`src/williams_av_pkg.sv`:
```
package williams_av_pkg;

	////////////////////
	// Audio formats
	////////////////////

	localparam int SAMPLE_W = 16;
	localparam int SOUND_W  = 8;
	localparam int MIX_W    = 17;

	// Filter coefficients are signed fixed point with COEFF_SCALE fraction bits
	localparam int COEFF_W     = 22;
	localparam int COEFF_SCALE = 15;

	////////////////////
	// Blanking thresholds
	////////////////////

	// Horizontal values compare against the pixel counter divided by two
	localparam logic [9:0]  HBLANK_ON  = 10'd336;
	localparam logic [9:0]  HBLANK_OFF = 10'd40;
	localparam logic [10:0] VBLANK_ON  = 11'd254;
	localparam logic [10:0] VBLANK_OFF = 11'd14;

	// Speech sequencer in sound_mixer
	typedef enum logic [2:0] {
		st_idle,
		st_stage1,
		st_stage2,
		st_mix,
		st_done
	} speech_state_e;

endpackage

```
`src/williams_game_pkg.sv`:
```
package williams_game_pkg;

	// Board variants, as loaded through the config port
	typedef enum logic [7:0] {
		game_robotron = 8'd0,
		game_joust    = 8'd1,
		game_splat    = 8'd2,
		game_bubbles  = 8'd3,
		game_stargate = 8'd4,
		game_alienar  = 8'd5,
		game_sinistar = 8'd6,
		game_playball = 8'd7
	} game_variant_e;

	////////////////////
	// Digital joystick word
	////////////////////

	localparam int JOY_W = 16;

	localparam int RIGHT_BIT   = 0;
	localparam int LEFT_BIT    = 1;
	localparam int DOWN_BIT    = 2;
	localparam int UP_BIT      = 3;
	localparam int FIRE_A_BIT  = 4;
	localparam int FIRE_B_BIT  = 5;
	localparam int FIRE_C_BIT  = 6;
	localparam int FIRE_D_BIT  = 7;
	localparam int FIRE_E_BIT  = 8;
	localparam int FIRE_F_BIT  = 9;
	localparam int START1_BIT  = 10;
	localparam int START2_BIT  = 11;
	localparam int COIN_BIT    = 12;
	localparam int ADVANCE_BIT = 13;
	localparam int AUTOUP_BIT  = 14;

	// One sinistar axis position
	localparam int STICK_W = 4;

	localparam int DIP_W = 8;

endpackage

```
`src/blank_timing.sv`:
```
`timescale 1ns/10ps

module blank_timing (
	input  logic clk_sys,
	input  logic rst_n,
	input  logic hsync,
	input  logic vsync,
	output logic ce_pix,
	output logic hblank,
	output logic vblank
);

	logic [10:0] pcnt;
	logic [10:0] lcnt;
	logic        hs_q;
	logic        vs_q;
	logic        hs_rise;

	assign hs_rise = hsync && !hs_q;
	// Pixel clock enable at half the system rate
	assign ce_pix  = pcnt[0];

	always_ff @(posedge clk_sys)
	begin
		if (!rst_n)
		begin
			pcnt   <= '0;
			lcnt   <= '0;
			hs_q   <= 1'b0;
			vs_q   <= 1'b0;
			hblank <= 1'b0;
			vblank <= 1'b0;
		end
		else
		begin
			hs_q <= hsync;
			if (hs_rise)
			begin
				pcnt <= '0;
				vs_q <= vsync;
				// vsync is only looked at on line starts
				if (vsync && !vs_q)
					lcnt <= '0;
				else if (!(&lcnt))
					lcnt <= lcnt + 11'd1;
			end
			else if (!(&pcnt))
				pcnt <= pcnt + 11'd1;

			if (pcnt[10:1] == williams_av_pkg::HBLANK_ON)
				hblank <= 1'b1;
			if (pcnt[10:1] == williams_av_pkg::HBLANK_OFF)
				hblank <= 1'b0;
			if (lcnt == williams_av_pkg::VBLANK_ON)
				vblank <= 1'b1;
			if (lcnt == williams_av_pkg::VBLANK_OFF)
				vblank <= 1'b0;
		end
	end

endmodule

```
`src/control_mapper.sv`:
```
`timescale 1ns/10ps

module control_mapper (
	input  logic                                      clk_sys,
	input  logic                                      rst_n,
	input  logic [williams_game_pkg::JOY_W-1:0]       joy1,
	input  logic [williams_game_pkg::JOY_W-1:0]       joy2,
	input  logic [1:0]                                mode_sel,
	input  logic                                      sg_state,
	input  logic [williams_game_pkg::STICK_W-1:0]     sin_x,
	input  logic [williams_game_pkg::STICK_W-1:0]     sin_y,
	input  logic                                      cfg_wr,
	input  logic                                      cfg_sel,
	input  logic [7:0]                                cfg_data,
	output logic [7:0]                                ja,
	output logic [7:0]                                jb,
	output logic [2:0]                                btn,
	output logic [williams_game_pkg::DIP_W-1:0]       sw,
	output logic                                      blitter_sc2,
	output logic                                      sinistar_mode,
	output logic                                      landscape,
	output williams_game_pkg::game_variant_e          variant
);

	// {right, left, down, up}
	function automatic logic [3:0] dir4(input logic [williams_game_pkg::JOY_W-1:0] j);
		return {j[williams_game_pkg::RIGHT_BIT], j[williams_game_pkg::LEFT_BIT],
			j[williams_game_pkg::DOWN_BIT], j[williams_game_pkg::UP_BIT]};
	endfunction

	// Fire buttons laid out as a second 4-way stick
	function automatic logic [3:0] fire4(input logic [williams_game_pkg::JOY_W-1:0] j);
		return {j[williams_game_pkg::FIRE_A_BIT], j[williams_game_pkg::FIRE_D_BIT],
			j[williams_game_pkg::FIRE_B_BIT], j[williams_game_pkg::FIRE_C_BIT]};
	endfunction

	logic [williams_game_pkg::JOY_W-1:0] joy_or;
	logic [williams_game_pkg::DIP_W-1:0] dip_q;
	logic [3:0] dir_or;
	logic [5:0] fire_or;
	logic       start1, start2, coin, advance, autoup;
	logic       sg_bit4, sg_bit1;
	logic [7:0] ja_d, jb_d;
	logic [2:0] btn_d;
	logic       blit_d, sin_d, land_d;

	// Shared controls take either player
	assign joy_or  = joy1 | joy2;
	assign dir_or  = dir4(joy_or);
	assign fire_or = {joy_or[williams_game_pkg::FIRE_F_BIT], joy_or[williams_game_pkg::FIRE_E_BIT],
		joy_or[williams_game_pkg::FIRE_D_BIT], joy_or[williams_game_pkg::FIRE_C_BIT],
		joy_or[williams_game_pkg::FIRE_B_BIT], joy_or[williams_game_pkg::FIRE_A_BIT]};
	assign start1  = joy_or[williams_game_pkg::START1_BIT];
	assign start2  = joy_or[williams_game_pkg::START2_BIT];
	assign coin    = joy_or[williams_game_pkg::COIN_BIT];
	assign advance = joy_or[williams_game_pkg::ADVANCE_BIT];
	assign autoup  = joy_or[williams_game_pkg::AUTOUP_BIT];

	// Stargate reverse and thrust as buttons or following the ship's facing
	assign sg_bit4 = (mode_sel == 2'b10) ? fire_or[4] :
		(mode_sel[0] ? (sg_state ? dir_or[3] : dir_or[2]) : (dir_or[2] | dir_or[3]));
	assign sg_bit1 = mode_sel[0] ? (sg_state ? dir_or[2] : dir_or[3]) : fire_or[1];

	////////////////////
	// Per-variant layout is active high before the final inversion
	////////////////////

	always_comb
	begin
		ja_d   = '1;
		jb_d   = '1;
		btn_d  = '0;
		blit_d = 1'b0;
		sin_d  = 1'b0;
		land_d = 1'b1;
		case (variant)
			williams_game_pkg::game_robotron:
			begin
				btn_d = {start1, start2, coin};
				ja_d  = ~{mode_sel[1] ? dir4(joy2) : (mode_sel[0] ? dir_or : fire4(joy_or)),
					mode_sel[1] ? dir4(joy1) : dir_or};
				jb_d  = ja_d;
			end
			williams_game_pkg::game_joust:
			begin
				btn_d = {start2, start1, coin};
				ja_d  = ~{5'b00000, joy1[williams_game_pkg::FIRE_A_BIT],
					joy1[williams_game_pkg::RIGHT_BIT], joy1[williams_game_pkg::LEFT_BIT]};
				jb_d  = ~{5'b00000, joy2[williams_game_pkg::FIRE_A_BIT],
					joy2[williams_game_pkg::RIGHT_BIT], joy2[williams_game_pkg::LEFT_BIT]};
			end
			williams_game_pkg::game_splat:
			begin
				blit_d = 1'b1;
				btn_d  = {start1, start2, coin};
				ja_d   = ~{mode_sel[0] ? dir4(joy1) : fire4(joy1), dir4(joy1)};
				jb_d   = ~{mode_sel[0] ? dir4(joy2) : fire4(joy2), dir4(joy2)};
			end
			williams_game_pkg::game_bubbles:
			begin
				btn_d = {start2, start1, coin};
				ja_d  = ~{4'b0000, dir_or};
				jb_d  = ja_d;
			end
			williams_game_pkg::game_stargate:
			begin
				btn_d = {start2, start1, coin};
				ja_d  = ~{fire_or[5], dir_or[0], dir_or[1], sg_bit4,
					fire_or[3], fire_or[2], sg_bit1, fire_or[0]};
				jb_d  = ja_d;
			end
			williams_game_pkg::game_alienar:
			begin
				btn_d = {start1, start2, coin};
				ja_d  = ~{2'b00, joy1[williams_game_pkg::FIRE_B_BIT],
					joy1[williams_game_pkg::FIRE_A_BIT], dir4(joy1)};
				jb_d  = ~{2'b00, joy2[williams_game_pkg::FIRE_B_BIT],
					joy2[williams_game_pkg::FIRE_A_BIT], dir4(joy2)};
			end
			williams_game_pkg::game_sinistar:
			begin
				sin_d  = 1'b1;
				land_d = 1'b0;
				btn_d  = {start1, start2, coin};
				ja_d   = ~{sin_x, sin_y};
				jb_d   = ja_d;
			end
			williams_game_pkg::game_playball:
			begin
				land_d = 1'b0;
				btn_d  = {2'b00, coin};
				ja_d   = ~{4'b0000, start2, dir_or[3], dir_or[2], start1};
				jb_d   = ja_d;
			end
			default:
			begin
				// Unknown variant leaves every control released
			end
		endcase
	end

	always_ff @(posedge clk_sys)
	begin
		if (!rst_n)
		begin
			variant       <= williams_game_pkg::game_robotron;
			dip_q         <= '0;
			ja            <= '1;
			jb            <= '1;
			btn           <= '0;
			sw            <= '0;
			blitter_sc2   <= 1'b0;
			sinistar_mode <= 1'b0;
			landscape     <= 1'b1;
		end
		else
		begin
			if (cfg_wr && !cfg_sel)
				variant <= williams_game_pkg::game_variant_e'(cfg_data);
			if (cfg_wr && cfg_sel)
				dip_q <= cfg_data;
			ja            <= ja_d;
			jb            <= jb_d;
			btn           <= btn_d;
			sw            <= dip_q | {{(williams_game_pkg::DIP_W-2){1'b0}}, advance, autoup};
			blitter_sc2   <= blit_d;
			sinistar_mode <= sin_d;
			landscape     <= land_d;
		end
	end

endmodule

```
`src/iir_biquad.sv`:
```
`timescale 1ns/10ps

module iir_biquad #(
	parameter logic signed [williams_av_pkg::COEFF_W-1:0] B1 = '0,
	parameter logic signed [williams_av_pkg::COEFF_W-1:0] B2 = '0,
	parameter logic signed [williams_av_pkg::COEFF_W-1:0] B3 = '0,
	parameter logic signed [williams_av_pkg::COEFF_W-1:0] A2 = '0,
	parameter logic signed [williams_av_pkg::COEFF_W-1:0] A3 = '0
) (
	input  logic                                         clk_sys,
	input  logic                                         rst_n,
	input  logic                                         stage_req,
	input  logic signed [williams_av_pkg::SAMPLE_W-1:0]  stage_in,
	output logic                                         stage_ack,
	output logic signed [williams_av_pkg::SAMPLE_W-1:0]  stage_out
);

	// Room for five products plus growth in the sum
	localparam int ACC_W = williams_av_pkg::SAMPLE_W + williams_av_pkg::COEFF_W + 3;
	localparam logic signed [ACC_W-1:0] SAT_HI =
		{{(ACC_W-williams_av_pkg::SAMPLE_W+1){1'b0}}, {(williams_av_pkg::SAMPLE_W-1){1'b1}}};
	localparam logic signed [ACC_W-1:0] SAT_LO = ~SAT_HI;

	logic signed [williams_av_pkg::SAMPLE_W-1:0] x0, x1, x2, y2;
	logic signed [williams_av_pkg::SAMPLE_W-1:0] y_sat;
	logic signed [ACC_W-1:0] acc;
	logic signed [ACC_W-1:0] acc_sh;
	logic capture_q;
	logic calc_q;

	assign acc_sh = acc >>> williams_av_pkg::COEFF_SCALE;

	always_comb
	begin
		if (acc_sh > SAT_HI)
			y_sat = SAT_HI[williams_av_pkg::SAMPLE_W-1:0];
		else if (acc_sh < SAT_LO)
			y_sat = SAT_LO[williams_av_pkg::SAMPLE_W-1:0];
		else
			y_sat = acc_sh[williams_av_pkg::SAMPLE_W-1:0];
	end

	// Sample and sum, stage_out doubles as the y1 history tap
	always_ff @(posedge clk_sys)
	begin
		if (!stage_ack && !capture_q && !calc_q && stage_req)
			x0 <= stage_in;
		if (capture_q)
			acc <= B1 * x0 + B2 * x1 + B3 * x2 - A2 * stage_out - A3 * y2;
	end

	////////////////////
	// Handshake and history
	////////////////////

	always_ff @(posedge clk_sys)
	begin
		if (!rst_n)
		begin
			capture_q <= 1'b0;
			calc_q    <= 1'b0;
			stage_ack <= 1'b0;
			x1        <= '0;
			x2        <= '0;
			y2        <= '0;
			stage_out <= '0;
		end
		else
		begin
			capture_q <= !stage_ack && !capture_q && !calc_q && stage_req;
			calc_q    <= capture_q;
			if (calc_q)
			begin
				x1        <= x0;
				x2        <= x1;
				y2        <= stage_out;
				stage_out <= y_sat;
				stage_ack <= 1'b1;
			end
			else if (stage_ack && !stage_req)
				stage_ack <= 1'b0;
		end
	end

endmodule

```
`src/sound_mixer.sv`:
```
`timescale 1ns/10ps

module sound_mixer #(
	parameter logic signed [williams_av_pkg::COEFF_W-1:0] S1_B1 = '0,
	parameter logic signed [williams_av_pkg::COEFF_W-1:0] S1_B2 = '0,
	parameter logic signed [williams_av_pkg::COEFF_W-1:0] S1_B3 = '0,
	parameter logic signed [williams_av_pkg::COEFF_W-1:0] S1_A2 = '0,
	parameter logic signed [williams_av_pkg::COEFF_W-1:0] S1_A3 = '0,
	parameter logic signed [williams_av_pkg::COEFF_W-1:0] S2_B1 = '0,
	parameter logic signed [williams_av_pkg::COEFF_W-1:0] S2_B2 = '0,
	parameter logic signed [williams_av_pkg::COEFF_W-1:0] S2_B3 = '0,
	parameter logic signed [williams_av_pkg::COEFF_W-1:0] S2_A2 = '0,
	parameter logic signed [williams_av_pkg::COEFF_W-1:0] S2_A3 = '0
) (
	input  logic                                  clk_sys,
	input  logic                                  rst_n,
	input  logic [williams_av_pkg::SAMPLE_W-1:0]  speech,
	input  logic                                  speech_req,
	input  logic [williams_av_pkg::SOUND_W-1:0]   sound,
	input  williams_game_pkg::game_variant_e      variant,
	output logic                                  speech_ack,
	output logic [15:0]                           audio_l
);

	williams_av_pkg::speech_state_e state;

	logic [williams_av_pkg::SAMPLE_W-1:0] smp_q, spch_q, filt_u;
	logic signed [williams_av_pkg::SAMPLE_W-1:0] s_in, s1_out, s2_out, s_final;
	logic signed [williams_av_pkg::SAMPLE_W+1:0] boosted;
	logic [williams_av_pkg::MIX_W-1:0] mix_sum;
	logic s1_req, s1_ack, s2_req, s2_ack;

	// Offset binary to signed for the filters
	assign s_in = smp_q - 16'h8000;

	iir_biquad #(.B1(S1_B1), .B2(S1_B2), .B3(S1_B3), .A2(S1_A2), .A3(S1_A3)) stage1_i (
		.clk_sys   (clk_sys),
		.rst_n     (rst_n),
		.stage_req (s1_req),
		.stage_in  (s_in),
		.stage_ack (s1_ack),
		.stage_out (s1_out)
	);

	iir_biquad #(.B1(S2_B1), .B2(S2_B2), .B3(S2_B3), .A2(S2_A2), .A3(S2_A3)) stage2_i (
		.clk_sys   (clk_sys),
		.rst_n     (rst_n),
		.stage_req (s2_req),
		.stage_in  (s1_out),
		.stage_ack (s2_ack),
		.stage_out (s2_out)
	);

	////////////////////
	// Gain of four with clipping
	////////////////////

	assign boosted = {{2{s2_out[williams_av_pkg::SAMPLE_W-1]}}, s2_out} <<< 2;

	always_comb
	begin
		if (boosted > 18'sd32767)
			s_final = 16'sh7fff;
		else if (boosted < -18'sd32768)
			s_final = 16'sh8000;
		else
			s_final = boosted[williams_av_pkg::SAMPLE_W-1:0];
	end

	assign filt_u  = s_final + 16'h8000;
	assign mix_sum = {1'b0, sound, 8'd0} + {1'b0, spch_q};

	always_ff @(posedge clk_sys)
	begin
		if (state == williams_av_pkg::st_idle && speech_req)
			smp_q <= speech;
		audio_l <= {2'b00, mix_sum[williams_av_pkg::MIX_W-1:3]};
	end

	always_ff @(posedge clk_sys)
	begin
		if (!rst_n)
		begin
			state      <= williams_av_pkg::st_idle;
			s1_req     <= 1'b0;
			s2_req     <= 1'b0;
			speech_ack <= 1'b0;
			spch_q     <= 16'h8000;
		end
		else
		begin
			case (state)
				williams_av_pkg::st_idle:
				begin
					if (speech_req)
					begin
						s1_req <= 1'b1;
						state  <= williams_av_pkg::st_stage1;
					end
				end
				williams_av_pkg::st_stage1:
				begin
					if (s1_ack)
					begin
						s1_req <= 1'b0;
						s2_req <= 1'b1;
						state  <= williams_av_pkg::st_stage2;
					end
				end
				williams_av_pkg::st_stage2:
				begin
					if (s2_ack)
					begin
						s2_req <= 1'b0;
						state  <= williams_av_pkg::st_mix;
					end
				end
				williams_av_pkg::st_mix:
				begin
					// Only sinistar takes the filtered speech
					spch_q <= (variant == williams_game_pkg::game_sinistar) ? filt_u : smp_q;
					state  <= williams_av_pkg::st_done;
				end
				default:
				begin
					// audio_l picks up the new value on the same edge that raises ack
					if (!speech_ack)
						speech_ack <= 1'b1;
					else if (!speech_req)
					begin
						speech_ack <= 1'b0;
						state      <= williams_av_pkg::st_idle;
					end
				end
			endcase
		end
	end

endmodule

```
`src/stick_quantizer.sv`:
```
`timescale 1ns/10ps

module stick_quantizer (
	input  logic                                  clk_sys,
	input  logic                                  rst_n,
	input  logic [williams_game_pkg::JOY_W-1:0]   joy1,
	input  logic [williams_game_pkg::JOY_W-1:0]   joy2,
	input  logic [15:0]                           joy1_analog,
	input  logic [15:0]                           joy2_analog,
	output logic [williams_game_pkg::STICK_W-1:0] sin_x,
	output logic [williams_game_pkg::STICK_W-1:0] sin_y
);

	// Thresholds at 32, 64 and 96; the y axis swaps the negative and positive codes
	function automatic logic [williams_game_pkg::STICK_W-1:0] quant_axis(
		input logic signed [7:0] v,
		input logic              mirror
	);
		logic [11:0] neg_codes;
		logic [11:0] pos_codes;
		neg_codes = mirror ? {4'd8, 4'd9, 4'd11} : {4'd0, 4'd4, 4'd6};
		pos_codes = mirror ? {4'd0, 4'd4, 4'd6} : {4'd8, 4'd9, 4'd11};
		if (v < -8'sd96)
			return neg_codes[11:8];
		if (v < -8'sd64)
			return neg_codes[7:4];
		if (v < -8'sd32)
			return neg_codes[3:0];
		if (v > 8'sd96)
			return pos_codes[11:8];
		if (v > 8'sd64)
			return pos_codes[7:4];
		if (v > 8'sd32)
			return pos_codes[3:0];
		return 4'd7;
	endfunction

	logic        p2_q;
	logic        use_p2;
	logic [15:0] analog;
	logic [williams_game_pkg::JOY_W-1:0] joy_or;
	logic [williams_game_pkg::STICK_W-1:0] ana_x, ana_y, dig_x, dig_y;

	// Player 1 wins when both touch their sticks in the same cycle
	assign use_p2 = (|joy1) ? 1'b0 : ((|joy2) ? 1'b1 : p2_q);
	assign analog = use_p2 ? joy2_analog : joy1_analog;

	assign ana_x = quant_axis(analog[7:0], 1'b0);
	assign ana_y = quant_axis(analog[15:8], 1'b1);

	assign joy_or = joy1 | joy2;
	assign dig_x  = joy_or[williams_game_pkg::LEFT_BIT] ? 4'd0 :
		(joy_or[williams_game_pkg::RIGHT_BIT] ? 4'd8 : 4'd7);
	assign dig_y  = joy_or[williams_game_pkg::DOWN_BIT] ? 4'd0 :
		(joy_or[williams_game_pkg::UP_BIT] ? 4'd8 : 4'd7);

	always_ff @(posedge clk_sys)
	begin
		if (!rst_n)
		begin
			p2_q  <= 1'b0;
			sin_x <= 4'd7;
			sin_y <= 4'd7;
		end
		else
		begin
			p2_q  <= use_p2;
			// Centred analog axis falls back to the digital stick
			sin_x <= (ana_x == 4'd7) ? dig_x : ana_x;
			sin_y <= (ana_y == 4'd7) ? dig_y : ana_y;
		end
	end

endmodule

```
`src/williams_io_top.sv`:
```
`timescale 1ns/10ps

module williams_io_top (
	input  logic                                  clk_sys,
	input  logic                                  rst_n,
	input  logic [williams_game_pkg::JOY_W-1:0]   joy1,
	input  logic [williams_game_pkg::JOY_W-1:0]   joy2,
	input  logic [15:0]                           joy1_analog,
	input  logic [15:0]                           joy2_analog,
	input  logic [1:0]                            mode_sel,
	input  logic                                  sg_state,
	input  logic                                  cfg_wr,
	input  logic                                  cfg_sel,
	input  logic [7:0]                            cfg_data,
	input  logic [williams_av_pkg::SOUND_W-1:0]   sound,
	input  logic [williams_av_pkg::SAMPLE_W-1:0]  speech,
	input  logic                                  speech_req,
	output logic                                  speech_ack,
	output logic [15:0]                           audio_l,
	output logic [7:0]                            ja,
	output logic [7:0]                            jb,
	output logic [2:0]                            btn,
	output logic [williams_game_pkg::DIP_W-1:0]   sw,
	output logic                                  blitter_sc2,
	output logic                                  sinistar_mode,
	output logic                                  landscape,
	input  logic                                  hsync,
	input  logic                                  vsync,
	output logic                                  ce_pix,
	output logic                                  hblank,
	output logic                                  vblank
);

	logic [williams_game_pkg::STICK_W-1:0] sin_x;
	logic [williams_game_pkg::STICK_W-1:0] sin_y;
	williams_game_pkg::game_variant_e      variant;

	////////////////////
	// Controls
	////////////////////

	stick_quantizer stick_quantizer_i (
		.clk_sys     (clk_sys),
		.rst_n       (rst_n),
		.joy1        (joy1),
		.joy2        (joy2),
		.joy1_analog (joy1_analog),
		.joy2_analog (joy2_analog),
		.sin_x       (sin_x),
		.sin_y       (sin_y)
	);

	control_mapper control_mapper_i (
		.clk_sys       (clk_sys),
		.rst_n         (rst_n),
		.joy1          (joy1),
		.joy2          (joy2),
		.mode_sel      (mode_sel),
		.sg_state      (sg_state),
		.sin_x         (sin_x),
		.sin_y         (sin_y),
		.cfg_wr        (cfg_wr),
		.cfg_sel       (cfg_sel),
		.cfg_data      (cfg_data),
		.ja            (ja),
		.jb            (jb),
		.btn           (btn),
		.sw            (sw),
		.blitter_sc2   (blitter_sc2),
		.sinistar_mode (sinistar_mode),
		.landscape     (landscape),
		.variant       (variant)
	);

	////////////////////
	// Audio and video
	////////////////////

	// Two near-Butterworth low-pass sections modelled on the sound board op-amps
	sound_mixer #(
		.S1_B1 (22'sd701),
		.S1_B2 (22'sd1401),
		.S1_B3 (22'sd701),
		.S1_A2 (-22'sd50452),
		.S1_A3 (22'sd20486),
		.S2_B1 (22'sd650),
		.S2_B2 (22'sd1301),
		.S2_B3 (22'sd650),
		.S2_A2 (-22'sd51122),
		.S2_A3 (22'sd20955)
	) sound_mixer_i (
		.clk_sys    (clk_sys),
		.rst_n      (rst_n),
		.speech     (speech),
		.speech_req (speech_req),
		.sound      (sound),
		.variant    (variant),
		.speech_ack (speech_ack),
		.audio_l    (audio_l)
	);

	blank_timing blank_timing_i (
		.clk_sys (clk_sys),
		.rst_n   (rst_n),
		.hsync   (hsync),
		.vsync   (vsync),
		.ce_pix  (ce_pix),
		.hblank  (hblank),
		.vblank  (vblank)
	);

endmodule

```
`config.mk`:
```
export PLATFORM = sky130hd
export DESIGN_NAME = williams_io_top
export DESIGN_NICKNAME = d
export VERILOG_FILES = /design/src/williams_av_pkg.sv /design/src/williams_game_pkg.sv /design/src/blank_timing.sv /design/src/control_mapper.sv /design/src/iir_biquad.sv /design/src/sound_mixer.sv /design/src/stick_quantizer.sv /design/src/williams_io_top.sv
export SDC_FILE = /design/constraint.sdc
export NUM_CORES = 2
export LEC_CHECK = 0
export ABC_AREA = 0
export BUFFER_PORTS_ARGS = -buffer_cell sky130_fd_sc_hd__buf_2
export CORE_ASPECT_RATIO = 2
export CORE_UTILIZATION = 30
export CTS_BUF_LIST = sky130_fd_sc_hd__clkbuf_8
export DETAILED_ROUTE_END_ITERATION = 7
export PLACE_DENSITY = 0.55
export REMOVE_ABC_BUFFERS = 1
export SLEW_MARGIN = 20
export SYNTH_ARGS = -nofsm -noshare
export SYNTH_HDL_FRONTEND = slang
export SYNTH_HIERARCHICAL = 1
export SYNTH_SLANG_ARGS = --single-unit
```
`constraint.sdc`:
```
create_clock -name clk_sys -period 14 [get_ports clk_sys]
set_input_delay 2.8 -clock clk_sys [delete_from_list [all_inputs] [get_ports clk_sys]]
set_output_delay 2.8 -clock clk_sys [all_outputs]
set_load 0.005 [all_outputs]
```
==> results.json <==
{
  "yosysSeqAreaShare": 0.132,
  "path_delay_family": "adder cells",
  "drive_gt1_frac": 0.0567,
  "ys_ff_latch": 348,
  "cts_resized": 0,
  "cts_setup_buffers": 0,
  "crit_path_max_fanout": 8,
  "finalHoldViolCount": 0,
  "hold_path.class": "register to register",
  "setup-tns-final_ns": 0,
  "num_vias": 43500,
  "grt_pass1_wl_um": 274000,
  "synth_edf_count": 100,
  "grt-ovfl-total": 0,
  "hold_start": "sound_mixer_i/spch_q[6]$_SDFFE_PN0P_",
  "async_flop_share": 0,
  "avgSynthCellArea_um2": 9.66,
  "fin_skew_ns": 0.0405,
  "clock_path_buffers": 3,
  "crit_path_start": "sound_mixer_i/stage1_i/stage_out[8]$_SDFFE_PN0P_",
  "synth_top_family_by_area": "adder cells",
  "die_h_um": 636,
  "fmax_mhz": 84.4,
  "synth-simple-area-share": 0.0850,
  "cp-start-kind": "register",
  "crit_buf_inv": 6,
  "wl_um": 176000,
  "grt_max_degree": 81,
  "crit_required_ns": 14.44,
  "initial_utilization": 0.302,
  "clk_pin_slew_ns": 0.07,
  "crit_top_cell": "fa_1",
  "cp_data_arrival_time_ns": 12.29,
  "h-tree-depth": 3,
  "regToRegStartpoint": "sound_mixer_i/stage1_i/stage_out[8]$_SDFFE_PN0P_",
  "final_common_cell": "inv_1",
  "setup_viol": 0,
  "syn_area_um2": 60300,
  "die_w_um": 319,
  "drt_iter0_markers": 1436,
  "cts_hold_buffers": 0,
  "slew_headroom": 0.259,
  "dr.pass1.iters": 5,
  "synth_compound_area_frac": 0.102,
  "root_buffer": "clkbuf_8",
  "rows": 232,
  "worstSkewPairLatency_ns": 0.72,
  "via_per_inst": 4.81,
  "slew_violations": 0,
  "layout.nets": 8477,
  "track_usage": 0.177,
  "fin_crit_ns": 11.85,
  "dp_hpwl_um": 153000,
  "wl_per_cell_um": 19.5,
  "muxShareOfSynthArea": 0.0222,
  "clkSinkCount": 348,
  "antenna_found_initial": 6,
  "cts-buffers-inserted": 66,
  "layout_common_cells": "inv_1 (1529), ha_1 (1073), fa_1 (891)",
  "synth_flop_cell": "dfxtp_1",
  "grt_setup_unrepaired": "no",
  "boundaryPins": 156,
  "cts_tree": "built",
  "worst_pin_slew_ns": 1.11,
  "core_um2": 200000,
  "crit_type": "register to register",
  "drc": 0,
  "area_delta_synth_final_pct": 8.71,
  "status": "complete, no violations",
  "synthesis.instances": 6244,
  "ys_types": 107,
  "yosysWarnings": 6,
  "grt_pass1_vias": 48400,
  "crit_path_end_kind": "register",
  "synthXorXnorAreaFrac": 0.0404,
  "finalCritPeriodShare": 0.847,
  "maxCapViolations": 0,
  "dieArea_um2": 203000,
  "ant_nets": 0,
  "synthAdderAreaFrac": 0.518,
  "gp_congestion": 0.925,
  "io_buffer_count": 153,
  "slowest_stage": "a2111oi_0",
  "slowest_delay_ns": 0.79
}
## cells by family after synthesis
kind of cell / count (synthesis)
multiplexers: 132
other: 1
AO/OA/AOI/OAI: 947
XOR/XNOR: 278
AND/OR/NAND/NOR: 982
adder cells (fa/ha/maj): 1964
flip-flops: 348
buffers and inverters: 1592
## per-stage QoR
step	cells	hold WS [ns]	instance area, µm²	utilization	setup WS (ns)
6_report	9039	0.346	65500	0.328	2.15
5_1_grt	9037	0.362	65500	0.328	1.68
4_1_cts	9031	0.345	65500	0.328	2.10
3_5_place_dp	8913	0.332	64100	0.321	2.17
3_3_place_gp	8913	0.333	64100	0.321	2.10
2_1_floorplan	6165	0.326	60000	-	3.61
## state kept, by name, indices dropped and copies added, names as in the netlist, 11 cells and up
register	cells
blank_timing_i/pcnt	11
sound_mixer_i/audio_l	14
sound_mixer_i/stage2_i/acc	26
sound_mixer_i/stage2_i/x0	16
sound_mixer_i/stage1_i/x0	16
sound_mixer_i/stage1_i/stage_out	16
sound_mixer_i/stage1_i/x1	16
sound_mixer_i/stage2_i/x2	16
sound_mixer_i/smp_q	16
sound_mixer_i/stage1_i/y2	16
sound_mixer_i/spch_q	13
sound_mixer_i/stage1_i/x2	16
blank_timing_i/lcnt	11
sound_mixer_i/stage2_i/x1	16
sound_mixer_i/stage2_i/y2	16
sound_mixer_i/stage1_i/acc	26
sound_mixer_i/stage2_i/stage_out	16
## worst register-to-register path, delay by kind of cell (launching register included)
| family | cells | cell delay, ns |
|---|---|---|
| xor+xnor | 1 | 0.14 |
| simple gates | 5 | 0.82 |
| fa+ha+maj | 14 | 6.91 |
| flops | 1 | 0.58 |
| compound gates | 9 | 2.80 |
| buf+inv | 6 | 0.34 |
## final cells by class
class | count | area [µm²]
antenna | 8 | 20.0
clock buffer | 76 | 1050
clock inverter | 42 | 337
fill | 20700 | 134000
inverter | 1512 | 5680
multi-input combinational | 4305 | 46300
sequential | 348 | 7980
tap | 2574 | 3220
timing repair buffer | 174 | 930
## layer usage
layer,share of wire,vias up,GRT usage
met1,0.30,21700,0.147
li1,-,20600,-
met3,0.022,452,0.0159
met4,0.095,4,0.144
met5,0.00013,-,0
met2,0.58,829,0.366
## cell usage after synthesis, types with 8 or more instances
cell	n	area, µm²
inv_1	1512	5680
ha_1	1073	13400
fa_1	891	17800
a21oi_1	276	1380
dfxtp_1	248	4960
nor2_1	217	815
o21ai_0	207	1040
nand2_1	186	698
xnor2_1	168	1470
nor2b_1	142	888
mux2i_1	117	1170
xor2_1	110	963
edfxtp_1	100	3000
a21o_1	87	653
nand3_1	86	430
nor3_1	65	325
clkbuf_1	62	233
nand2b_1	50	313
and2_1	47	294
a21boi_0	40	300
o21a_1	38	285
o21bai_1	33	248
a211oi_1	30	225
a31oi_1	30	188
and3_1	28	175
or2_2	26	163
nand4_1	25	156
nor4_1	22	138
o211ai_1	22	165
or3_1	20	125
o22ai_1	18	113
o31ai_1	17	128
a211o_1	15	131
mux2_2	13	146
and4_1	12	105
o31a_1	10	87.6
a311oi_1	9	78.8
a31o_2	8	70.1
o2111ai_1	8	70.1
o21ai_1	8	40.0
## worst paths after layout
| path | to | slack, ns | cells past startpoint |
|---|---|---|---|
| min reg2reg | sound_mixer_i/audio_l[3]$_DFF_P_ | 0.35 | 0 |
| min | sound_mixer_i/audio_l[3]$_DFF_P_ | 0.35 | 0 |
| max | sound_mixer_i/stage1_i/acc[28]$_DFFE_PP_ | 2.15 | 35 |
| max reg2reg | sound_mixer_i/stage1_i/acc[28]$_DFFE_PP_ | 2.15 | 35 |
Power is not shown: default switching activity piles up to over one toggle a cycle in this logic, so the estimate is an artifact.
